**config.mk**
```make
export PLATFORM = sky130hd
export DESIGN_NAME = spriteAttrTable
export DESIGN_NICKNAME = d
export VERILOG_FILES = /design/src/logic/spritePkg.sv /design/src/logic/spriteAttrTable.sv
export SDC_FILE = /design/constraint.sdc
export NUM_CORES = 1
export LEC_CHECK = 0
export ABC_AREA = 1
export BUFFER_PORTS_ARGS = -buffer_cell sky130_fd_sc_hd__buf_2
export CORE_MARGIN = 2
export CORE_UTILIZATION = 50
export DETAILED_ROUTE_END_ITERATION = 8
export GPL_TIMING_DRIVEN = 1
export PLACE_DENSITY = 0.8
export SLEW_MARGIN = 15
export SYNTH_ARGS = -nofsm -noshare
export SYNTH_HDL_FRONTEND = slang
export SYNTH_SLANG_ARGS = --single-unit
```
**constraint.sdc**
```tcl
create_clock -name clk -period 1.1 [get_ports clk]
set_input_delay 0.055 -clock clk [delete_from_list [all_inputs] [get_ports clk]]
set_output_delay 0.055 -clock clk [all_outputs]
set_load 0.02 [all_outputs]
```
**src/logic/spritePkg.sv**
```systemverilog
// geometry, attribute layout and fixed palettes for the sprite engine
// entry 0 of every palette is transparent and never reaches the screen
package spritePkg;

    // sprite slots, one drawer each
    localparam int SPRITE_NUM   = 4;
    localparam int SPRITE_IDX_W = 2;

    // visible game area
    localparam int GAME_W = 64;
    localparam int GAME_H = 48;
    // raster extent including blanking
    localparam int H_TOTAL = 80;
    localparam int V_TOTAL = 56;
    localparam int POS_W   = 8;

    // tile geometry
    localparam int TILE_W     = 8;
    localparam int TILE_H     = 8;
    localparam int TILE_COUNT = 16;
    // two planes of TILE_W*TILE_H bits
    localparam int TILE_BITS  = 128;

    // attribute word {posX, posY, tileIndex, flags}
    localparam int ATTR_W        = 32;
    localparam int ATTR_POSX_LSB = 24;
    localparam int ATTR_POSY_LSB = 16;
    localparam int ATTR_TILE_LSB = 8;
    // flag bits inside the low byte
    localparam int FLAG_HFLIP    = 7;
    localparam int FLAG_VFLIP    = 6;
    localparam int FLAG_PAL_LSB  = 4;

    localparam int RGB_W = 12;
    typedef logic [RGB_W-1:0] rgbT;

    // four fixed palettes, indexed [palette][pixel value]
    localparam rgbT PALETTE [4][4] = '{
        '{12'h000, 12'hF00, 12'h0F0, 12'h00F},
        '{12'h000, 12'hFF0, 12'h0FF, 12'hF0F},
        '{12'h000, 12'h840, 12'h480, 12'h048},
        '{12'h000, 12'hFFF, 12'h888, 12'h444}
    };

    // colour of pixels no sprite covers
    localparam rgbT BG_COLOR = 12'h213;

endpackage

```
**src/logic/spriteAttrTable.sv**
```systemverilog
// host writes land in a pending copy at any time
// the live copy seen by the drawers is refreshed only on frameStart
`timescale 1ns/100ps

module spriteAttrTable import spritePkg::*; (
    input  logic                    clk,
    input  logic                    rstn,
    input  logic                    hostReq,
    input  logic [SPRITE_IDX_W-1:0] hostAddr,
    input  logic [ATTR_W-1:0]       hostData,
    output logic                    hostAck,
    input  logic                    frameStart,
    output logic [ATTR_W-1:0]       attr0,
    output logic [ATTR_W-1:0]       attr1,
    output logic [ATTR_W-1:0]       attr2,
    output logic [ATTR_W-1:0]       attr3
);

    logic [ATTR_W-1:0] pending [SPRITE_NUM];
    logic [ATTR_W-1:0] live    [SPRITE_NUM];
    logic              writeEn;

    // a new request not yet acknowledged
    assign writeEn = hostReq && !hostAck;

    // four-phase ack, rises one cycle after req, falls one cycle after req drops
    always_ff @(posedge clk) begin
        if (!rstn) begin
            hostAck <= 1'b0;
        end else if (writeEn) begin
            hostAck <= 1'b1;
        end else if (!hostReq && hostAck) begin
            hostAck <= 1'b0;
        end
    end

    // all-zero attributes select tile 0, fully transparent
    always_ff @(posedge clk) begin
        if (!rstn) begin
            for (int i = 0; i < SPRITE_NUM; i++) begin
                pending[i] <= '0;
                live[i]    <= '0;
            end
        end else begin
            if (writeEn) begin
                pending[hostAddr] <= hostData;
            end
            // a write in the same cycle waits for the next frame
            if (frameStart) begin
                live <= pending;
            end
        end
    end

    assign attr0 = live[0];
    assign attr1 = live[1];
    assign attr2 = live[2];
    assign attr3 = live[3];

    // a new request waits until the previous ack has dropped
    assert property (@(posedge clk) disable iff (!rstn) $rose(hostReq) |-> !hostAck);
    // address held while the request is outstanding
    assert property (@(posedge clk) disable iff (!rstn)
        (hostReq && !hostAck) |=> (!hostReq || $stable(hostAddr)));

endmodule

```
**After elaboration in Yosys (flattened, before gate mapping)**

Cells that the tools add are included.

- Output and inout bits: 129
- Flip-flop bits (word level): 257
- Word-level logic and storage cells: 23
- Input port bits: 38

- Bitwise operators: 1
- Magnitude comparators: 2
- Multiplexer cells: 5
- Reduce and logical (&&, ||, !) cells: 6

Operators with widths:

| cell | count |
|---|---|
| bitwise mux 128 bit | 1 |
| demux 32 bit (select 2 bit) | 1 |
| two-way mux 32 bit | 1 |
| greater-or-equal comparator 3 bit (second input constant) | 1 |
| logical AND 1 bit | 3 |
| less-than comparator 3 x 1 -> 1 bit (second input constant) | 1 |
| NOT 2 -> 3 bit | 1 |
| logical NOT 1 bit | 2 |
| two-way mux 1 bit | 2 |
| nonzero test 2 bit | 1 |

**Longest topological paths before layout**

- Depth in word-level cells: 6
- Gate-level depth with buffers: 8
- Mapped depth without buffers: 6

**Worst setup path before layout**

No wires, ideal clock.

- Path type: reg-to-reg
- Start point: register hostAck
- End point: register pending[118] (netlist bit)
- Clock period less this slack: 1.432 ns
- Buffers on the path: 3
- Setup time: 0.115 ns
- Arrival time: 1.317 ns
- Data required time: 0.985 ns
- Path slack: -0.332 ns
- Stages on the path, launching flop included: 8
- Cell sequence: dfxtp_1 > inv_1 > ha_1 > buf_2 > buf_2 > buf_2 > a21oi_1 > nor2_1

- Cells in the longest elaborated chain, start to end: 2

Ends and longest elaborated chain:

| item | line | RTL |
|---|---|---|
| start: declaration | spriteAttrTable.sv:11 | `output logic hostAck,` |
| start signal: assignment | spriteAttrTable.sv:29 | `hostAck <= 1'b0;` |
| start signal: assignment | spriteAttrTable.sv:31 | `hostAck <= 1'b1;` |
| start signal: assignment | spriteAttrTable.sv:33 | `hostAck <= 1'b0;` |
| logical NOT 1 bit | spriteAttrTable.sv:24 | `assign writeEn = hostReq && !hostAck;` |
| logical AND 1 bit | spriteAttrTable.sv:24 |  |
| net writeEn | spriteAttrTable.sv:21 | `logic writeEn;` |
| end signal: indexed assignment | spriteAttrTable.sv:46 | `pending[hostAddr] <= hostData;` |
| end: declaration | spriteAttrTable.sv:19 | `logic [ATTR_W-1:0] pending [SPRITE_NUM];` |

The timed path passes the listed nets, and every way through them passes these cells.
A chain may end at the register's enable or synchronous reset.

**Final worst setup path**

- Start point: register hostAck
- End point: register pending[27] (netlist bit)

The elaborated chain is that of the path after synthesis.

==> run metrics <==
status=finished, violations left; failing checks=setup timing; Cells after Synth=between 1,000 and 1,500; number of synthesized flops with an enable pin=0; DIE WIDTH=~140 µm; post-route setup slack=-0.173 ns; top post-synthesis cells by count=nor2_1, dfxtp_1, nand2_1, inv_1; Slew headroom=approximately 78%; Overall Power=0.0213 W; Mapped Avg Cell Area=between 7 and 8 µm²; Post-synth ARST share=0%; drt drc=0; GRT overflow=0; initial DRC count=roughly 460; CTS root buffer=clkbuf_16; setup violators final=130; Initial Utilization=50.7%; achievable clock frequency=0.786 GHz; vias=around 8,500; Worst-Margin Slew=~0.33 ns; critical path arrival=around 1.7 ns; antenna-violating nets left=0; max-cap violations=0; element type at the critical path end=register; WL final=approximately 24 mm; Pwr Density=~1700 nW/µm²; r2r setup slk=-0.17 ns; Ports=~170; leading area contributor after synthesis=dfxtp_1; worst r2r src=hostAck; Synth Flop Type=dfxtp_1; gpl congestion=around 0.77; most frequent cell after synthesis=nor2_1; critical path class=register to register; nature of the critical path startpoint=register; Max Fanout on Critical Path=28; syn nets=roughly 1,300; Die Y=142 µm; drt first pass iters=5; Clock Pin Slew Worst Setup and Hold Paths=~0.06 ns; RR Endpoint=pending[27]; clk sinks=257; # rows=50; Seq cells post-synth=between 200 and 300; critical path's largest stage delay=between 0.3 and 0.4 ns; RSZ-0062 raised after global routing=yes; Slew Limit Fails=0; CP Cell Sequence=inv_4, ha_4, nand3_4, buf_12, nand2_1, nand2_1, nor2_1; H-tree levels=1; first-pass GRT wire length=slightly below 40 mm; skew final=0.00917 ns; required time of the critical path=roughly 1.5 ns; Post-DP HPWL=15.4 mm; fin crit share=116%; worst hold path cell count=5; hold endpoint=pending[31]; Die ar.=about 20,000 µm²; most frequent CP cell=nand2_1; Post-layout nets=between 1,500 and 2,000; Critical-path top delay cell=dfxtp_4; Leakage=roughly 6 nW; YS warnings=0; Reg2Reg Depth=7; pin count of the biggest net entering global routing=between 80 and 90; Hold Startpoint=hostAddr[1]; clock latency on the worst-skew pair=approximately 0.51 ns; Area Growth Syn to Fin=31.3%; Wirelength per Cell=14.1 µm; Hold/Removal Path Class=input port to register; CTS tree=yes; post-synthesis sequential area ratio=a little over half; core area=18,600 µm²; initial antenna violation count=0; placed cell count=~1,600; ratio of cells with drive above 1 in the final layout=a little under a quarter; Final Non-Filler Cells=between 1,500 and 2,000; worst vdd ir=1.24 mV; Antenna diodes=0; vias in the first global route=approximately 8,000; share of the synthesized area in the top cell type=a little over half; Mapped Area=about 9500 µm²; GRT Resource Usage Total=between 20% and 30%; post-synth cell types=14; min cycle time layout=roughly 1.3 ns; final hold violations=0; CTS Buffer Depth=3; number of port buffers=around 170; top post-synthesis cells by area=dfxtp_1, nor2_1, nand2_1; vias per cell=4.96; Num CTS Buffers=25; Place WS=-0.160 ns
where the power goes:
part	total (W)	internal, W	switching, W
clock	0.00813	0.00465	0.00347
sequential	0.0102	0.00990	0.000260
combinational	0.00306	0.00120	0.00185
placed cells by master, fill, tap and decap left out, types with 3 or more instances in the layout:
cell,n
a21oi_1,96
a21oi_2,33
buf_12,17
buf_2,95
buf_4,78
buf_6,12
clkbuf_1,5
clkbuf_16,26
clkbuf_8,4
clkinv_2,6
dfxtp_1,234
dfxtp_2,22
dlygate4sd3_1,35
inv_1,131
nand2_1,201
nand2_2,22
nand3_1,24
nand3_2,8
nand3_4,3
nor2_1,274
nor2_2,14
o21ai_0,128
per-stage QoR:
step                util [%]  cell area (µm²)  setup TNS [ns]  hold slack (ns)
floorplan                  -             9840          -13.16            0.190
global placement        58.3            10900           -8.26            0.323
detailed placement      58.3            10900          -12.80            0.327
CTS                     65.0            12100          -12.73            0.129
global route            66.6            12400          -22.25            0.170
finish                  66.6            12400          -12.97            0.155
flip-flops by register name (all words and copies together) (netlist names):
name / flops
attr0: 32
attr1: 32
attr2: 32
attr3: 32
hostAck: 1
pending: 128
logic make-up (layout without fill, tap and decap cells):
kind of cell             count (synthesis)  count (layout)  share of synthesized area [%]
AND/OR/NAND/NOR                        548             548                           22.4
buffers and inverters                  220             414                           9.38
AO/OA/AOI/OAI                          258             258                           13.7
adder cells (fa/ha/maj)                  1               1                          0.132
flip-flops                             257             257                           54.4
cell type report:
cell class | count | area [µm²]
inverters | 132 | 498
repair buffers | 240 | 1950
fillers | 1535 | 6230
well taps | 234 | 293
clock inverters | 8 | 67.6
multi-input cells | 807 | 3730
flip-flops and latches | 257 | 5180
clock buffers | 34 | 699
critical path, delay by kind of cell, from the launching register on:
kind / cells / cell delay [ns]
DFF: 1 / 0.35
adders and majority gates: 1 / 0.20
and+or+nand+nor: 4 / 0.38
buffers and inverters: 2 / 0.26
layer usage:
layer	vias up	GRT usage, %	share of wire [%]
met4	0	6.05	1.8
met5	-	0	0
met2	223	41.3	50
met3	42	4.79	6.2
met1	3904	28.8	42
li1	4328	-	-
how the worst max path moves through the flow:
stage	startpoint	end	slack [ns]	depth (start not counted)
after floorplan	hostAck	pending[110]	-0.12	8
after global placement	hostAck	pending[123]	-0.10	6
after detailed placement	hostAck	pending[96]	-0.16	6
after CTS	hostAck	pending[105]	-0.14	7
after global routing	hostAck	pending[28]	-0.22	7
final	hostAck	pending[27]	-0.17	7
what timing repair did:
item                                    4_1_cts  5_1_grt
pin swaps                                     3        4
resized for setup                            36      120
endpoints found under the hold margin       143        0
setup buffers                                 2        0
gates cloned                                  1        1
hold buffers                                 35        0
endpoints found under the setup margin      141      198
Power figures use the tool's default switching activity.
