`config.mk`:
```
export PLATFORM = sky130hd
export DESIGN_NAME = tileDraw
export DESIGN_NICKNAME = d
export VERILOG_FILES = /design/src/logic/spritePkg.sv /design/src/logic/spriteTileRom.sv /design/src/logic/tileDraw.sv
export SDC_FILE = /design/constraint.sdc
export NUM_CORES = 1
export LEC_CHECK = 0
export ABC_AREA = 0
export ABC_CLOCK_PERIOD_IN_PS = 800
export BUFFER_PORTS_ARGS = -buffer_cell sky130_fd_sc_hd__buf_2
export CAP_MARGIN = 20
export CORE_MARGIN = 2
export CORE_UTILIZATION = 27
export CTS_CLUSTER_DIAMETER = 80
export DETAILED_ROUTE_END_ITERATION = 6
export GPL_TIMING_DRIVEN = 0
export PLACE_DENSITY_LB_ADDON = 0.05
export SYNTH_ARGS = -nofsm -noshare
export SYNTH_HDL_FRONTEND = slang
export SYNTH_SLANG_ARGS = --single-unit
```
`constraint.sdc`:
```
create_clock -name clk -period 0.8 [get_ports clk]
set_input_delay 0.12 -clock clk [delete_from_list [all_inputs] [get_ports clk]]
set_output_delay 0.12 -clock clk [all_outputs]
set_load 0.02 [all_outputs]
```
`src/logic/tiles.hex`:
```
// one 128-bit tile per line, plane 0 in the upper 64 bits, pixel (0,0) at the top bit of each plane
00000000000000000000000000000000
FFFFFFFFFFFFFFFF0000000000000000
FFFFFFFFFFFFFFFFFFFFFFFFFFFFFFFF
00000000000000008000000000000000
F0F0F0F0F0F0F0F00F0F0F0F0F0F0F0F
00000000000000000000000000000000
00000000000000000000000000000000
00000000000000000000000000000000
00000000000000000000000000000000
00000000000000000000000000000000
00000000000000000000000000000000
00000000000000000000000000000000
00000000000000000000000000000000
00000000000000000000000000000000
00000000000000000000000000000000
00000000000000000000000000000000

```
`src/logic/spritePkg.sv`:
```
// geometry, attribute layout and fixed palettes for the sprite engine
// entry 0 of every palette is transparent and never reaches the screen
package spritePkg;

    // sprite slots, one drawer each
    localparam int SPRITE_NUM   = 4;
    localparam int SPRITE_IDX_W = 2;

    // visible game area
    localparam int GAME_W = 64;
    localparam int GAME_H = 48;
    // raster extent including blanking
    localparam int H_TOTAL = 80;
    localparam int V_TOTAL = 56;
    localparam int POS_W   = 8;

    // tile geometry
    localparam int TILE_W     = 8;
    localparam int TILE_H     = 8;
    localparam int TILE_COUNT = 16;
    // two planes of TILE_W*TILE_H bits
    localparam int TILE_BITS  = 128;

    // attribute word {posX, posY, tileIndex, flags}
    localparam int ATTR_W        = 32;
    localparam int ATTR_POSX_LSB = 24;
    localparam int ATTR_POSY_LSB = 16;
    localparam int ATTR_TILE_LSB = 8;
    // flag bits inside the low byte
    localparam int FLAG_HFLIP    = 7;
    localparam int FLAG_VFLIP    = 6;
    localparam int FLAG_PAL_LSB  = 4;

    localparam int RGB_W = 12;
    typedef logic [RGB_W-1:0] rgbT;

    // four fixed palettes, indexed [palette][pixel value]
    localparam rgbT PALETTE [4][4] = '{
        '{12'h000, 12'hF00, 12'h0F0, 12'h00F},
        '{12'h000, 12'hFF0, 12'h0FF, 12'hF0F},
        '{12'h000, 12'h840, 12'h480, 12'h048},
        '{12'h000, 12'hFFF, 12'h888, 12'h444}
    };

    // colour of pixels no sprite covers
    localparam rgbT BG_COLOR = 12'h213;

endpackage

```
`src/logic/spriteTileRom.sv`:
```
// tile patterns from logic/tiles.hex, path relative to the build directory
// indices past TILE_COUNT read as an empty tile
`timescale 1ns/100ps

module spriteTileRom import spritePkg::*; (
    input  logic [7:0]           tileIndex,
    output logic [TILE_BITS-1:0] tileData
);

    logic [TILE_BITS-1:0] patterns [TILE_COUNT];

    // one 128-bit tile per line, plane 0 in the upper half
    initial begin
        $readmemh("/design/src/logic/tiles.hex", patterns);
    end

    // combinational read, out-of-range gives transparent pixels
    always_comb begin
        if (tileIndex < 8'(TILE_COUNT)) begin
            tileData = patterns[tileIndex[$clog2(TILE_COUNT)-1:0]];
        end else begin
            tileData = '0;
        end
    end

endmodule

```
`src/logic/tileDraw.sv`:
```
// one sprite drawer, result registered one cycle after the raster position
// pixel value is {plane1 bit, plane0 bit}, value 00 is transparent
`timescale 1ns/100ps

module tileDraw import spritePkg::*; (
    input  logic              clk,
    input  logic              rstn,
    input  logic [POS_W-1:0]  gameX,
    input  logic [POS_W-1:0]  gameY,
    input  logic              visible,
    input  logic [ATTR_W-1:0] attr,
    output rgbT               pixColor,
    output logic              pixOpaque,
    output logic [POS_W-1:0]  tagX,
    output logic [POS_W-1:0]  tagY,
    output logic              tagValid
);

    // attribute fields
    logic [POS_W-1:0] posX;
    logic [POS_W-1:0] posY;
    logic [7:0]       tileIndex;
    logic             hFlip;
    logic             vFlip;
    logic [1:0]       palSel;

    // hit test, one bit wider so a sprite near 255 does not wrap
    logic [POS_W:0]   xEnd;
    logic [POS_W:0]   yEnd;
    logic             hitX;
    logic             hitY;
    logic             hit;

    // in-tile position and bit select
    logic [$clog2(TILE_W)-1:0]        colRaw;
    logic [$clog2(TILE_H)-1:0]        rowRaw;
    logic [$clog2(TILE_W)-1:0]        col;
    logic [$clog2(TILE_H)-1:0]        row;
    logic [$clog2(TILE_W*TILE_H)-1:0] pixIdx;
    logic [$clog2(TILE_W*TILE_H)-1:0] bitSel;

    logic [TILE_BITS-1:0]   tileData;
    logic [TILE_BITS/2-1:0] plane0;
    logic [TILE_BITS/2-1:0] plane1;
    logic [1:0]             pixVal;

    assign posX      = attr[ATTR_POSX_LSB +: POS_W];
    assign posY      = attr[ATTR_POSY_LSB +: POS_W];
    assign tileIndex = attr[ATTR_TILE_LSB +: 8];
    assign hFlip     = attr[FLAG_HFLIP];
    assign vFlip     = attr[FLAG_VFLIP];
    assign palSel    = attr[FLAG_PAL_LSB +: 2];

    assign xEnd = {1'b0, posX} + (POS_W+1)'(TILE_W);
    assign yEnd = {1'b0, posY} + (POS_W+1)'(TILE_H);
    assign hitX = ({1'b0, gameX} >= {1'b0, posX}) && ({1'b0, gameX} < xEnd);
    assign hitY = ({1'b0, gameY} >= {1'b0, posY}) && ({1'b0, gameY} < yEnd);
    assign hit  = visible && hitX && hitY;

    // offset inside the tile, only the low bits matter on a hit
    assign colRaw = $bits(colRaw)'(gameX - posX);
    assign rowRaw = $bits(rowRaw)'(gameY - posY);
    // mirror: 7 - n is the bitwise inverse for a 3-bit offset
    assign col    = hFlip ? ~colRaw : colRaw;
    assign row    = vFlip ? ~rowRaw : rowRaw;
    // row * 8 + col
    assign pixIdx = {row, col};
    // pixel 0 sits at the top bit of each plane
    assign bitSel = ~pixIdx;

    spriteTileRom tileRom (
        .tileIndex (tileIndex),
        .tileData  (tileData)
    );

    assign plane0 = tileData[TILE_BITS-1 -: TILE_BITS/2];
    assign plane1 = tileData[TILE_BITS/2-1:0];
    assign pixVal = {plane1[bitSel], plane0[bitSel]};

    // opacity and valid tag follow reset
    always_ff @(posedge clk) begin
        if (!rstn) begin
            pixOpaque <= 1'b0;
            tagValid  <= 1'b0;
        end else begin
            pixOpaque <= hit && (pixVal != 2'b00);
            tagValid  <= visible;
        end
    end

    // colour and coordinate payload
    always_ff @(posedge clk) begin
        pixColor <= PALETTE[palSel][pixVal];
        tagX     <= gameX;
        tagY     <= gameY;
    end

endmodule

```
### After elaboration in Yosys (flattened, before gate mapping)

Index checks and enable logic that the tools add are counted.

* latch bits: 0
* input port bits: 51
* bits in registers: 30
* output and inout port bits: 30
* RAM bits: 0
* bits in read-only memories: 0
* memories: 0
* word-level logic and storage cells: 41

* order comparisons: 8
* reductions and logical operators: 6
* multipliers: 0
* add/subtract/negate cells: 4
* div/mod/pow operators: 0
* shifts and indexed selects: 0
* bitwise logic cells: 5
* equal/unequal tests: 0
* muxes and demuxes: 13

Operators with widths (count)
* 128-bit 2-to-1 mux: 1
* 48-bit binary-select mux with 2-bit select: 1
* 48-bit 2-to-1 mux: 2
* 12-bit binary-select mux with 2-bit select: 1
* 12-bit 2-to-1 mux: 2
* 8-bit by 4-bit adder with 9-bit output, second input constant: 2
* 8-bit by 9-bit < comparator with 1-bit output: 2
* 8-bit greater-or-equal comparator: 2
* 1-bit binary-select mux with 6-bit select: 2
* 8-bit by 5-bit < comparator with 1-bit output, second input constant: 1
* 6-bit by 7-bit < comparator with 1-bit output, second input constant: 1
* 3-bit greater-or-equal comparator, second input constant: 2
* 3-bit 2-to-1 mux: 2
* 2-bit inverter with 3-bit output: 2
* 3-bit inverter: 2
* 6-bit inverter: 1
* 3-bit subtractor: 2
* 1-bit logical AND: 5
* 1-bit 2-to-1 mux: 2
* 2-bit nonzero test: 1

### Logic depth before layout (Yosys ltp)

* word-level depth: 10
* depth in mapped cells: 1
* mapped depth without buffers: 1

### Hierarchy

From an unflattened synthesis, not the netlist that was laid out.

* cells, all modules: 371
* area total of the unflattened synthesis: 3667.3 µm²

Modules (own cells, without submodules)
* tileDraw: cells each 242, times used 1, area an instance 2702.6 µm², seq. area each 540.5 µm²
* spriteTileRom: cells each 129, times used 1, area an instance 964.7 µm², seq. area each 0.0 µm²

### Least setup slack after synthesis

OpenSTA, ideal clock, no wires.

* kind: register -> output
* start: register tagValid
* end: output tagValid
* required time: 680 ps
* path slack: 285 ps
* stages on the path, launching flop included: 1
* arrival: 395 ps
* buffers on the path: 0
* cell sequence: dfxtp_1

RTL lines
* start: declaration: line tileDraw.sv:16 `output logic tagValid`
* start signal: assignment: line tileDraw.sv:87 `tagValid <= visible;`

No word-level cell between the ends.

### Final worst setup path

* start: register tagY[5]
* end: output tagY[5]

RTL lines
* start: declaration: line tileDraw.sv:15 `output logic [POS_W-1:0] tagY,`
* start signal: assignment: line tileDraw.sv:95 `tagY <= gameY;`

No word-level cell between the ends.

==> flow_summary.rst <==
.. list-table::
   :header-rows: 1

   * - Metric
     - Value
   * - Post-detailed-route count of antenna-violating nets
     - 0
   * - Cts bufs inserted
     - 3
   * - Global-route congestion overflow total
     - 0
   * - Max-slew violation total from the final report
     - 0
   * - DIE WIDTH
     - between 40 and 50 um
   * - Synth Area in Simple Gates
     - around 1.4%
   * - Most frequent cells after synthesis
     - dfxtp_1 (17), buf_4 (13), and2_1 (1), conb_1 (1)
   * - RSZ-0062 raised after global routing
     - yes
   * - I/O pins
     - 81
   * - Std cell rows
     - 14
   * - Via/cell ratio
     - 3.56
   * - Number of DRC markers after the initial detailed-route iteration
     - 0
   * - Power density cells
     - roughly 1700 nW/um^2
   * - Starting density of the core
     - between 20% and 30%
   * - Crit path buf inv count
     - 1
   * - Clock buffer depth
     - 2
   * - Min setup slack post-route
     - -0.0545 ns
   * - Gate count after technology mapping
     - 32
   * - Global routing usage summed across all routing layers
     - ~9.6%
   * - Slowest CP cell
     - dfxtp_2
   * - Number of fill cells in the layout
     - between 100 and 150
   * - Total vias in the final route
     - approximately 410
   * - Result of the run
     - complete, but fails checks
   * - Worst-path maximum fanout
     - 1
   * - Compound-cell area share of the yosys netlist
     - 0%
   * - Quantity of I/O buffers inserted on ports
     - 35
   * - Mux cell area share after synthesis
     - 0%
   * - TritonCTS Sinks
     - 17
   * - Number of flip-flops and latches in the synthesized netlist
     - 17
   * - Hold Vio Cnt, Final
     - 0
   * - Most numerous cell in the Yosys netlist
     - dfxtp_1
   * - Synth top area share
     - approximately 76%
   * - H-tree depth reported by CTS
     - 1
   * - Class of the most critical hold timing path
     - in2reg
   * - Sequential-to-total area share from yosys stat
     - roughly three quarters
   * - Antenna diode count
     - 0
   * - Main combinational cell family by area after synthesis
     - buffers and inverters
   * - Post-CTS clock slew at the launch and capture registers of the worst setup and hold paths
     - 0.09 ns
   * - Total number of yosys warnings
     - 0
   * - Number of setup buffers added after CTS
     - 0
   * - Maximum VDD drop
     - 1.53 mV
   * - Cell area after synthesis
     - 448 sq um
   * - Vert. Die Dim
     - approximately 45 um
   * - Kind of capture point of the worst setup path
     - output pin
   * - Layout overhead on the synthesized area
     - 124%
   * - CP arrival
     - roughly 0.73 ns
   * - Critical path class
     - reg2out
   * - Maxcap violations
     - 0
   * - Number of antenna violations at the first check in global routing
     - 0
   * - Share of flip-flops with an asynchronous set or reset
     - 0%
   * - Area share of fa/ha/maj cells after synthesis
     - 0%
   * - Worst setup slack before clock tree synthesis
     - between 0.2 and 0.25 ns
   * - Standard cell core area
     - approximately 1500 sq um
   * - Final worst path period need
     - 0.855 ns
   * - Synthesized-area fraction occupied by xor and xnor cells
     - 0%
   * - Number of synthesized flops with an enable pin
     - 0
   * - WL per Instance
     - ~8.4 um
   * - LEAKAGE
     - 0.518 nW
   * - Critical Path Source Type
     - register
   * - Synth unique cells
     - 4
   * - Share of cells above drive strength 1
     - between 60% and 70%
   * - Final layout net count
     - approximately 150
   * - Routability Congestion
     - slightly below 0.6
   * - Worst path top cell family by delay
     - flip-flops
   * - Synthesized area divided by synthesized cell count
     - approximately 14 sq um
   * - Violated checks
     - negative setup slack
   * - Maximum single-stage delay on the critical path
     - 0.33 ns
   * - Final Routed Wirelength
     - 970 um
   * - Synth Flop Type
     - dfxtp_1
   * - Iteration count of the initial detailed-routing pass
     - 1
   * - Part of the cycle the worst path needs
     - 107%
   * - Worst path required time
     - around 0.68 ns
   * - Total DRC errors in the routed layout
     - 0
   * - TritonCTS clock tree
     - done
   * - Pin count of the biggest net entering global routing
     - 11
   * - Final TNS setup
     - -0.773 ns
   * - Max Freq
     - approximately 1200 MHz
   * - Cell at the root of the clock tree
     - clkbuf_4
   * - Wire length of the first global-routing pass
     - 1290 um
   * - Number of global-route vias before repair
     - between 300 and 400
   * - Synth top area cells
     - dfxtp_1 (76%), buf_4 (22%), and2_1 (1.4%)
   * - Area of the die
     - 2000 sq um
   * - Cell type with the highest aggregate area in the netlist
     - dfxtp_1
   * - Critical Path, Cell by Cell
     - buf_6
   * - Endpoints failing setup
     - 17
[registers in the layout, summed over array words and instances (netlist names)]
signal / flops
tagValid: 1
tagX: 8
tagY: 8
[area by class of cell]
type                            instances  area, sq um  share of cell area [%]
Buffer                                 13         97.6                    9.73
Tap cell                               16         20.0                    2.00
Timing Repair Buffer                   51          442                    44.0
Sequential cell                        17          362                    36.0
Multi-Input combinational cell         14         55.1                    5.49
Clock inverter                          1         5.00                   0.499
Clock buffer                            3         22.5                    2.24
[cells in the final DEF, fill, tap and decap left out]
| master | instances |
|---|---|
| and2_1 | 1 |
| buf_2 | 18 |
| buf_4 | 13 |
| buf_6 | 17 |
| clkbuf_4 | 3 |
| clkinv_2 | 1 |
| conb_1 | 13 |
| dfxtp_2 | 17 |
| dlygate4sd3_1 | 16 |
[worst paths after layout]
kind              startpoint       end  slack [ns]  depth (start not counted)
setup / recovery     tagY[5]   tagY[5]       -0.05                          1
hold / removal       visible  tagValid        0.04                          2
[power by group]
group | switching [mW] | total, mW | leakage, nW | internal (mW)
sequential | 0.0202 | 0.921 | 0.144 | 0.900
clock | 0.247 | 0.432 | 0.0177 | 0.185
combinational | 0.156 | 0.362 | 0.356 | 0.206
[what timing repair did]
action	in CTS	in global routing
resized for setup	50	1
gates cloned	0	0
hold buffers	16	0
endpoints found under the hold margin	16	0
setup endpoints to repair	17	17
[routing by layer]
layer | global-route usage (%) | part of all wire (%) | up-vias | wire [um]
met5 | 0 | 0 | - | 0
met4 | 3.03 | 0 | 0 | 0
met3 | 8.40 | 17 | 0 | 164
met2 | 17.1 | 52 | 32 | 503
met1 | 7.54 | 31 | 174 | 301
li1 | - | - | 203 | -
[logic make-up after synthesis]
| family | Yosys count |
|---|---|
| other | 1 |
| flip-flops | 17 |
| buffers and inverters | 13 |
| AND/OR/NAND/NOR | 1 |
[stage by stage]
step,total power [mW],cells,instance area [sq um],hold WS [ns],util [%]
after CTS,1.74,115,1000,0.0212,65.8
after floorplan,1.08,44,493,0.148,-
final,1.71,115,1000,0.0385,65.8
after global routing,1.81,115,1000,0.0297,65.8
after global placement,1.16,95,688,0.222,45.2
after detailed placement,1.17,95,688,0.224,45.2
Power figures use the tool's default switching activity.
