### config.mk
export PLATFORM = sky130hd
export DESIGN_NAME = spriteMixer
export DESIGN_NICKNAME = d
export VERILOG_FILES = /design/src/logic/spritePkg.sv /design/src/logic/spriteMixer.sv
export SDC_FILE = /design/constraint.sdc
export NUM_CORES = 1
export LEC_CHECK = 0
export CAP_MARGIN = 20
export CORE_MARGIN = 3
export CORE_UTILIZATION = 30
export DETAILED_ROUTE_END_ITERATION = 6
export DONT_BUFFER_PORTS = 1
export GPL_TIMING_DRIVEN = 1
export HOLD_SLACK_MARGIN = 0.1
export PLACE_DENSITY_LB_ADDON = 0.25
export SLEW_MARGIN = 25
export SYNTH_ARGS = -nofsm -noshare
export SYNTH_HDL_FRONTEND = slang
export SYNTH_SLANG_ARGS = --single-unit
### constraint.sdc
create_clock -name clk -period 1.5 [get_ports clk]
set_clock_uncertainty 0.1 [all_clocks]
set_input_delay 0.3 -clock clk [delete_from_list [all_inputs] [get_ports clk]]
set_output_delay 0.3 -clock clk [all_outputs]
set_load 0.01 [all_outputs]
### src/logic/spritePkg.sv
// geometry, attribute layout and fixed palettes for the sprite engine
// entry 0 of every palette is transparent and never reaches the screen
package spritePkg;

    // sprite slots, one drawer each
    localparam int SPRITE_NUM   = 4;
    localparam int SPRITE_IDX_W = 2;

    // visible game area
    localparam int GAME_W = 64;
    localparam int GAME_H = 48;
    // raster extent including blanking
    localparam int H_TOTAL = 80;
    localparam int V_TOTAL = 56;
    localparam int POS_W   = 8;

    // tile geometry
    localparam int TILE_W     = 8;
    localparam int TILE_H     = 8;
    localparam int TILE_COUNT = 16;
    // two planes of TILE_W*TILE_H bits
    localparam int TILE_BITS  = 128;

    // attribute word {posX, posY, tileIndex, flags}
    localparam int ATTR_W        = 32;
    localparam int ATTR_POSX_LSB = 24;
    localparam int ATTR_POSY_LSB = 16;
    localparam int ATTR_TILE_LSB = 8;
    // flag bits inside the low byte
    localparam int FLAG_HFLIP    = 7;
    localparam int FLAG_VFLIP    = 6;
    localparam int FLAG_PAL_LSB  = 4;

    localparam int RGB_W = 12;
    typedef logic [RGB_W-1:0] rgbT;

    // four fixed palettes, indexed [palette][pixel value]
    localparam rgbT PALETTE [4][4] = '{
        '{12'h000, 12'hF00, 12'h0F0, 12'h00F},
        '{12'h000, 12'hFF0, 12'h0FF, 12'hF0F},
        '{12'h000, 12'h840, 12'h480, 12'h048},
        '{12'h000, 12'hFFF, 12'h888, 12'h444}
    };

    // colour of pixels no sprite covers
    localparam rgbT BG_COLOR = 12'h213;

endpackage

### src/logic/spriteMixer.sv
// priority mix of the drawers, lowest index in front
// coordinate tags come from drawer 0, all drawers run in lockstep
`timescale 1ns/100ps

module spriteMixer import spritePkg::*; (
    input  logic             clk,
    input  logic             rstn,
    input  rgbT              pixColor  [SPRITE_NUM],
    input  logic             pixOpaque [SPRITE_NUM],
    input  logic [POS_W-1:0] tagX,
    input  logic [POS_W-1:0] tagY,
    input  logic             tagValid  [SPRITE_NUM],
    output rgbT              rgbOut,
    output logic [POS_W-1:0] outX,
    output logic [POS_W-1:0] outY,
    output logic             outValid
);

    rgbT mixColor;

    // walk from the back so the lowest opaque index overwrites last
    always_comb begin
        mixColor = BG_COLOR;
        for (int i = SPRITE_NUM - 1; i >= 0; i--) begin
            if (pixOpaque[i]) begin
                mixColor = pixColor[i];
            end
        end
    end

    // low during reset and blanking
    always_ff @(posedge clk) begin
        if (!rstn) begin
            outValid <= 1'b0;
        end else begin
            outValid <= tagValid[0];
        end
    end

    // pixel payload travels with outValid
    always_ff @(posedge clk) begin
        rgbOut <= mixColor;
        outX   <= tagX;
        outY   <= tagY;
    end

    // every drawer sees the same raster stage
    generate
        for (genvar g = 1; g < SPRITE_NUM; g++) begin : gValidCheck
            assert property (@(posedge clk) disable iff (!rstn) tagValid[g] == tagValid[0]);
        end
    endgenerate

endmodule

======== Word-level counts from Yosys, hierarchy flattened ========
Index checks and enable logic that the tools add are counted.
operators by class
  muxes and demuxes ....................... 4
operator list
  operator           number
  2-to-1 mux 12 bit  4
word-level totals
  register bits after elaboration ......... 29
  output and inout port bits .............. 29
  logic and storage cells ................. 8
  input port bits ......................... 74

======== Longest topological paths before layout ========
Gate-level depths: netlist of run 1.
  depth in word-level cells ............... 4
  depth in mapped cells ................... 5
  gate-level depth less buffers ........... 3

======== Worst setup path after synthesis of run 1 ========
Ideal clock, no wire load.
  kind .................................... input -> register
  from .................................... input pixOpaque[3] (netlist bit)
  to ...................................... register rgbOut[2]
  data required time ...................... 1.280 ns
  stages .................................. 5
  path buffers ............................ 2
  slack ................................... 0.293 ns
  arrival time ............................ 0.988 ns
  setup time .............................. 0.120 ns
  cell sequence ........................... buf_6 -> or2_4 -> buf_6 -> a221oi_2 -> nor2_1
between the ends
  longest elaborated chain between the ends .. 1
ends and longest elaborated chain
  item                    line               RTL
  start: declaration      spriteMixer.sv:9   input logic pixOpaque [SPRITE_NUM],
  2-to-1 mux 12 bit       spriteMixer.sv:25  if (pixOpaque[i]) begin
  named net mixColor[2]   spriteMixer.sv:19  rgbT mixColor;
  end signal: assignment  spriteMixer.sv:42  rgbOut <= mixColor;
  end: declaration        spriteMixer.sv:13  output rgbT rgbOut,
The timed path passes the listed nets, and every way through them passes these cells.
A chain may end at the register's enable or synchronous reset.

======== Final worst setup path of run 1 ========
  from .................................... input pixColor[1] (netlist bit)
  to ...................................... register rgbOut[1]
between the ends
  longest elaborated chain between the ends .. 4
ends and longest elaborated chain
  item                            line               RTL
  start: declaration              spriteMixer.sv:8   input rgbT pixColor [SPRITE_NUM],
  2-to-1 mux 12 bit (4 in a row)  spriteMixer.sv:25
  named net mixColor[1]           spriteMixer.sv:19
The timed path passes the listed nets, and every way through them passes these cells.

==> results.tsv, run 1 <==
metric	value	unit
outcome	completed	
drt_wl_total	3160	microns
max_slew_margin	0.713	
grt_pass1_wl	4320	microns
coreArea	2880	sq um
start_kind	primary input	
period_share	0.991	
cts.sink_count	29	
setup_viol	0	
synth_top_area_share	0.619	
vias	934	
hp-start	pixColor[0]	
io_buffers	0	
grt_pass1_vias	973	
drc_errors	0	
post-route-util	0.576	
die_x	61.9	microns
cp.arrival	1590	ps
final-max-slew-violation-count	0	
fillers	239	
num_antenna_cells	0	
synth-seq-area-share	0.619	
nets	219	
io_pins	103	
path_class	in2reg	
fin_area	1660	sq um
wl_per_cell	16.8	microns
cts_buffers	5	
finalHoldViolations	0	
cts_tree	done	
drtPass1Iterations	4	
synth.avg_cell_area	11.9	sq um
crit_start	pixColor[1]	
vias_per_cell	4.97	
synthTopCellsByArea	dfxtp_1, a221oi_2, o22ai_1, a22oi_1, nor2_1	
crit_fanout	1	
dr.first_iter.drc_count	53	
path_clk_slew	90	ps
dpl.hpwl	1860	microns
clockRootBuffer	clkbuf_4	
die_y	61.9	microns
crit_path_end_kind	flop	
ir_drop	385	uV
worst_pin_slew	429	ps
design_power_total	1640	uW
grt_usage	0.162	
pwr_density_cell	988	nW/um^2
drive_above_1_share	0.123	
p_leak	0.000669	uW
synthToLayoutAreaGrowth	76.7	%
drv_cap	0	
htree_levels	2	
min_period	1490	ps
synth_area	938	sq um
grt_overflow_total	0	
hold_ws	123	ps
yosys.area.top_type	dfxtp_1	
ys_ff_latch	29	
grt_antenna_before_repair	0	
grt_max_degree	13	
syn_nets	153	
post-cts-setup-buffers	0	
place_area	967	sq um
synth_warnings	0	
row_count	19	
clock_path_buffers	2	
cp_data_required_time	1600	ps
ant_nets	0	
dieArea	3840	sq um
rsz0062_at_grt	false	
initial_core_util	0.326	
fmax	0.673	GHz
hold_path.class	in2reg	
setup_tns	0	ps
globalplace.congestion	0.707	
synth.distinct_cells	19	
postSynthCellCount	79	
through the flow:
| stage | setup slack [ps] | std cells |
|---|---|---|
| 6_report | 14.1 | 188 |
| 5_1_grt | 12.1 | 188 |
| 4_1_cts | 64.8 | 187 |
| 3_5_place_dp | 325 | 118 |
| 3_3_place_gp | 345 | 118 |
| 2_1_floorplan | 293 | 79 |
Yosys cell counts:
master,instances
dfxtp_1,29
o22ai_1,11
nor2_1,8
a221oi_2,6
a22oi_1,4
o21ai_0,4
a221oi_1,2
buf_6,2
inv_1,2
nand2b_1,2
and2_1,1
and2b_2,1
buf_2,1
buf_4,1
clkbuf_1,1
nor2b_1,1
nor3_1,1
nor3b_1,1
or2_4,1
state kept, by name, indices dropped and copies added (netlist names):
signal    cells
rgbOut       12
outX          8
outY          8
outValid      1
power by group:
part / internal, uW / total, uW / switching, uW
registers: 827 / 877 / 49.9
clock network: 271 / 529 / 257
logic: 154 / 232 / 78.9
cell families after synthesis:
kind of cell	share of synthesized area
buffers and inverters	0.0493
AND/OR/NAND/NOR	0.0907
AO/OA/AOI/OAI	0.241
flip-flops	0.619
final timing paths:
kind,to,slack [ps],depth (start not counted)
worst max-delay path,rgbOut[1],10,4
worst min-delay path,rgbOut[0],120,2
worst max-delay path, stage by stage:
cell and delay [ps]:
dlygate4sd3_1 540, o22ai_1 120, dlygate4sd3_1 560, o21ai_0 60
cells in the final DEF (no fill, tap or decap):
| cell | netlist | routed |
|---|---|---|
| dlygate4sd3_1 | 0 | 62 |
| dfxtp_1 | 29 | 29 |
| o22ai_1 | 11 | 11 |
| nor2_1 | 8 | 8 |
| a221oi_2 | 6 | 6 |
| clkbuf_4 | 0 | 5 |
| a22oi_1 | 4 | 4 |
| o21ai_0 | 4 | 4 |
| a221oi_1 | 2 | 2 |
| inv_1 | 2 | 2 |
| nand2b_1 | 2 | 2 |
| clkbuf_8 | 0 | 2 |
| buf_4 | 1 | 2 |
| nor2b_1 | 1 | 1 |
| or2_4 | 1 | 1 |
| nor3b_1 | 1 | 1 |
| nor3_1 | 1 | 1 |
| and2b_2 | 1 | 1 |
| and2_1 | 1 | 1 |
| clkinv_2 | 0 | 1 |
final cells by class:
cell class / count / area [sq um] / area share
inverter: 2 / 7.51 / 0.00453
sequential: 29 / 581 / 0.350
timing repair buffer: 64 / 636 / 0.383
multi-input combinational: 43 / 312 / 0.188
clock buffer: 7 / 65.1 / 0.0392
clock inverter: 1 / 5.00 / 0.00302
tap: 42 / 52.6 / 0.0317
layer usage:
metal  vias to the layer above  track usage  part of all wire
met3                         4       0.0847              0.13
met1                       421        0.153              0.35
met5                         -            0                 0
met4                         0       0.0667            0.0079
li1                        424            -                 -
met2                        85        0.291              0.50
repair_timing:
item                                   CTS  global route
endpoints found under the hold margin   29             1
setup endpoints to repair                0             0
resized for setup                        0             0
hold buffers                            61             1
Power figures use the tool's default switching activity.
==> run 2, diff against run 1 <==
--- a/config.mk
+++ b/config.mk
@@ -5,6 +5,7 @@
 export SDC_FILE = /design/constraint.sdc
 export NUM_CORES = 1
 export LEC_CHECK = 0
+export ABC_AREA = 1
 export CAP_MARGIN = 20
 export CORE_MARGIN = 3
 export CORE_UTILIZATION = 30
==> run 2 against run 1 <==
Effect of this change: fmax is 6.5% higher; utilization is 13 points lower; area after synthesis is 16% higher; sequential power hardly changed; setup slack better by 91 ps; combinational power is 15% lower; first-iteration DRC count is 62% lower; count of clock-buffer cells in the layout stayed put; final area is 7.2% lower; die area is 14% higher; hold slack worse by 9.5 ps; largest cell class is now sequential cells; largest power group unchanged.
==> results.tsv, run 2 <==
metric	value	unit	change
synth.most_common_cell	nand2_1		
synth_top_area_share	0.535		-0.0841
die_x	66.2	microns	+6.8%
grt_usage	0.140		-0.0215
fillers	321		+34%
max_slew_margin	0.530		-0.183
vias_per_cell	4.47		-10%
start_kind	primary input		
max_stage_delay	550	ps	about the same
globalplace.congestion	0.761		+7.6%
initial_core_util	0.318		-0.00828
async_flop_share	0		unchanged
regMostFlops	rgbOut		
rsz0062_at_grt	false		
hp-start	pixOpaque[2]		
hold_path_depth	4		+2
register_area	581	sq um	unchanged
synth.avg_cell_area	7.54	sq um	-37%
final-max-slew-violation-count	0		unchanged
row_count	21		+2
synth_common_cells	nand2_1, dfxtp_1, nor2_1		
path_clk_slew	80	ps	about the same
path_cells	dlygate4sd3_1, nand2_1, dlygate4sd3_1, nand2_1		
post-cts-setup-buffers	0		unchanged
yosys.area.top_type	dfxtp_1		
io_buffers	0		unchanged
path_class	in2reg		
cts.sink_count	29		unchanged
final_common_cell	nand2_1		
finalHoldViolations	0		unchanged
cp_data_required_time	1600	ps	about the same
drive_above_1_share	0.0649		-0.0584
grt_antenna_before_repair	0		unchanged
dpl.hpwl	2070	microns	+11%
clock_path_buffers	2		unchanged
fmax	0.717	GHz	+6.5%
largest_reg_flops	12		unchanged
synthTopCellsByArea	dfxtp_1, nand2_1, nor2_1, a21oi_1, buf_6		
synth_area	1090	sq um	+16%
drv_cap	0		unchanged
reg_top3	rgbOut x12, outX x8, outY x8		
nets	259		+18%
worst_pin_slew	705	ps	+276 ps
hold_end	rgbOut[5]		
cp.arrival	1500	ps	-90 ps
wl_per_cell	13.2	microns	-21%
min_period	1390	ps	-90.9 ps
dr.first_iter.drc_count	20		-62%
num_antenna_cells	0		unchanged
drtPass1Iterations	3		-1
grt_pass1_vias	1038		+6.7%
ant_nets	0		unchanged
grt_max_degree	22		+9
htree_levels	2		unchanged
syn_nets	218		+42%
synth.distinct_cells	12		-7
drt_wl_total	3050	microns	-3.4%
postSynthCellCount	144		+82%
layout_common_cells	nand2_1, dlygate4sd3_1, dfxtp_1, nor2_1, a21oi_1		
outcome	completed		
coreArea	3420	sq um	+19%
multi_input_area	415	sq um	+33%
synth-seq-area-share	0.535		-0.0841
grt_pass1_wl	4540	microns	+5.1%
synth_edf_count	0		unchanged
p_leak	0.000727	uW	+8.5%
fin_area	1540	sq um	-7.2%
ir_drop	242	uV	-37%
place_area	1090	sq um	+13%
grt_overflow_total	0		unchanged
post-route-util	0.451		-0.126
crit_path_end_kind	flop		
die_y	66.2	microns	+6.8%
ys_ff_latch	29		unchanged
vias	1032		+10%
pwr_density_cell	985	nW/um^2	-0.29%
cts_buffers	5		unchanged
dieArea	4380	sq um	+14%
drc_errors	0		unchanged
design_power_total	1520	uW	-7.4%
setup_tns	0	ps	unchanged
period_share	0.930		-0.0606
crit_path_top_delay_cell	dlygate4sd3_1		
synthToLayoutAreaGrowth	41.7	%	
synth_warnings	0		unchanged
clockRootBuffer	clkbuf_4		
crit_fanout	1		unchanged
hold_path.class	in2reg		
synth-main-ff-cell	dfxtp_1		
io_pins	103		unchanged
cts_tree	done		
setup_viol	0		unchanged
run 2: critical path, delay by kind of cell:
kind | cells | cell delay (ps)
buffers and inverters | 2 | 1090
AND/OR/NAND/NOR | 2 | 120
run 2: worst max-delay path by stage:
stage	endpoint	depth (start not counted)	start	slack (ps)
after global placement	rgbOut[5]	6	pixOpaque[0]	590
after floorplan	rgbOut[5]	7	pixOpaque[2]	510
after detailed placement	rgbOut[6]	6	pixOpaque[0]	580
after CTS	rgbOut[2]	4	pixOpaque[3]	40
final	rgbOut[10]	4	pixColor[46]	110
after global routing	rgbOut[1]	4	pixColor[37]	110
run 2: where the power goes:
group	internal, uW	total [uW]	switching (uW)
registers	825	875	49.5
clock network	221	444	224
logic	112	197	85.1
total	1160	1520	358
run 2: logic make-up after synthesis:
| logic type | synth area share |
|---|---|
| DFF | 0.535 |
| buffers and inverters | 0.0829 |
| and+or+nand+nor | 0.346 |
| AOI/OAI and AO/OA | 0.0369 |
run 2: timing repair:
action	in CTS	in global routing
hold buffers	39	0
resized for setup	0	1
endpoints found under the hold margin	29	0
setup endpoints to repair	0	10
run 2: cell type report:
cell class | count | share of cell area
Clock buffer | 7 | 0.0358
Inverter | 8 | 0.0244
Tap cell | 46 | 0.0374
Multi-Input combinational cell | 102 | 0.270
Timing Repair Buffer | 39 | 0.255
Sequential cell | 29 | 0.377
run 2: through the flow:
stage / hold WS, ps / setup WS, ps / cells
floorplan: 228 / 505 / 144
global placement: 228 / 592 / 185
detailed placement: 228 / 579 / 185
CTS: 100 / 38.4 / 231
global route: 110 / 109 / 231
finish: 114 / 105 / 231
run 2: layer usage:
layer,GRT usage,part of all wire,vias up,routed length (microns)
li1,-,-,515,-
met1,0.147,0.38,436,1150
met2,0.247,0.49,75,1490
met3,0.0476,0.11,6,334
met4,0.0685,0.024,0,72
met5,0,0,-,0
==> run 3, diff against run 2 <==
--- a/config.mk
+++ b/config.mk
@@ -7,6 +7,7 @@
 export LEC_CHECK = 0
 export ABC_AREA = 1
 export CAP_MARGIN = 20
+export CORE_ASPECT_RATIO = 1.25
 export CORE_MARGIN = 3
 export CORE_UTILIZATION = 30
 export DETAILED_ROUTE_END_ITERATION = 6
==> run 3 against run 2 <==
Effect of this change: sequential power about the same; via count increased by 1.7%; setup slack worse by 49 ps; critical path depth unchanged; routed wire length up 1.0%; first-iteration DRC count grew 90%; total power up 8.0%; utilization up 0.33 points; critical path type unchanged; largest power group unchanged.
==> results.tsv, run 3 (synthesized netlist as in run 2, its figures left out) <==
metric	value	unit	change
grt_antenna_before_repair	0		unchanged
grt_pass1_wl	4540	microns	unchanged
drive_above_1_share	0.0714		+0.00656
globalplace.congestion	0.637		-16%
dr.first_iter.drc_count	38		+90%
hold_path_depth	3		-1
die_x	59.8	microns	-9.6%
ir_drop	796	uV	+230%
layout_common_cells	nand2_1, dlygate4sd3_1, dfxtp_1, nor2_1, a21oi_1		
io_buffers	0		unchanged
regMostFlops	rgbOut		
p_leak	0.000722	uW	-0.56%
reg_top3	rgbOut x12, outX x8, outY x8		
row_count	23		+9.5%
grt_overflow_total	0		unchanged
io_pins	103		unchanged
multi_input_area	415	sq um	unchanged
min_period	1440	ps	+48.6 ps
cp.arrival	1500	ps	about the same
setup_tns	0	ps	unchanged
period_share	0.962		+0.0324
crit_fanout	1		unchanged
start_kind	primary input		
wl_per_cell	14.1	microns	+6.6%
nets	255		-1.5%
dieArea	4380	sq um	+0.11%
htree_levels	2		unchanged
initial_core_util	0.325		+0.00739
cts_buffers	5		unchanged
final-max-slew-violation-count	0		unchanged
highest_layer	met4		
worst_pin_slew	613	ps	-92.1 ps
grt_max_degree	17		-23%
clockRootBuffer	clkbuf_8		
final_common_cell	nand2_1		
path_class	in2reg		
cp_data_required_time	1560	ps	-40 ps
wl_met2	1500	microns	+0.40%
register_area	581	sq um	unchanged
met1_length	1110	microns	-3.9%
path_clk_slew	60	ps	-20 ps
drtPass1Iterations	4		+1
setup_viol	0		unchanged
rsz0062_at_grt	false		
vias_per_cell	4.79		+7.3%
post-cts-setup-buffers	0		unchanged
max_slew_margin	0.592		+0.0614
pwr_density_cell	1080	nW/um^2	+9.7%
drt_wl_total	3080	microns	+1.0%
finalHoldViolations	0		unchanged
synthToLayoutAreaGrowth	39.5	%	
dpl.hpwl	2120	microns	+2.7%
outcome	completed		
clock_path_buffers	2		unchanged
ant_nets	0		unchanged
drv_cap	0		unchanged
fillers	324		+0.93%
crit_path_end_kind	flop		
num_antenna_cells	0		unchanged
vias	1050		+1.7%
largest_reg_flops	12		unchanged
drc_errors	0		unchanged
hold_path.class	in2reg		
grt_usage	0.143		+0.00263
die_y	73.3	microns	+11%
coreArea	3340	sq um	-2.3%
met3RoutedLength	453	microns	+36%
cts_tree	done		
cts.sink_count	29		unchanged
fmax	0.693	GHz	-3.4%
grt_pass1_vias	1065		+2.6%
post-route-util	0.454		+0.00335
run 3: changes by cell type in the layout (fill, tap and decap cells not counted):
cell           previous run  this run
clkbuf_4                  5         0
clkbuf_8                  1         5
clkinv_2                  0         2
dlygate4sd3_1            38        34
run 3: timing repair:
| action | CTS | global route |
|---|---|---|
| setup endpoints to repair | 0 | 5 |
| resized for setup | 0 | 1 |
| hold buffers | 34 | 1 |
| hold endpoints to repair | 29 | 1 |
run 3: worst paths after layout:
path / start / end / slack [ps]
max: pixColor[39] / rgbOut[3] / 60
min: pixOpaque[3] / rgbOut[4] / 110
run 3: layer usage:
layer	global-route usage	up-vias
met1	0.142	469
met5	0	-
met2	0.240	74
met3	0.0703	2
met4	0.0714	0
li1	-	505
run 3: power by group:
part,internal [uW],leakage [uW],switching (uW),total (uW)
registers,827,0.000245,48.1,875
logic,106,0.000433,76.3,182
clock network,320,0.0000450,259,579
total,1250,0.000722,384,1640
run 3: per-stage QoR:
step | hold slack (ps) | instances | cell area [sq um] | setup WS, ps | total power [uW]
final | 108 | 219 | 1520 | 56.4 | 1640
after global routing | 113 | 219 | 1520 | 44.2 | 1750
after CTS | 101 | 218 | 1500 | 51.3 | 1660
after detailed placement | 228 | 176 | 1080 | 527 | 994
after global placement | 228 | 176 | 1080 | 561 | 989
after floorplan | 228 | 144 | 1090 | 505 | 993
run 3: critical path, stage by stage:
cell and delay [ps]:
nand2_1 50, dlygate4sd3_1 550, nand2_1 50, dlygate4sd3_1 550
run 3: cell type report:
class	count	area share
Clock buffer	6	0.0479
Sequential cell	29	0.383
Multi-Input combinational cell	102	0.274
Inverter	8	0.0248
Timing Repair Buffer	35	0.233
Tap cell	37	0.0306
Clock inverter	2	0.00661
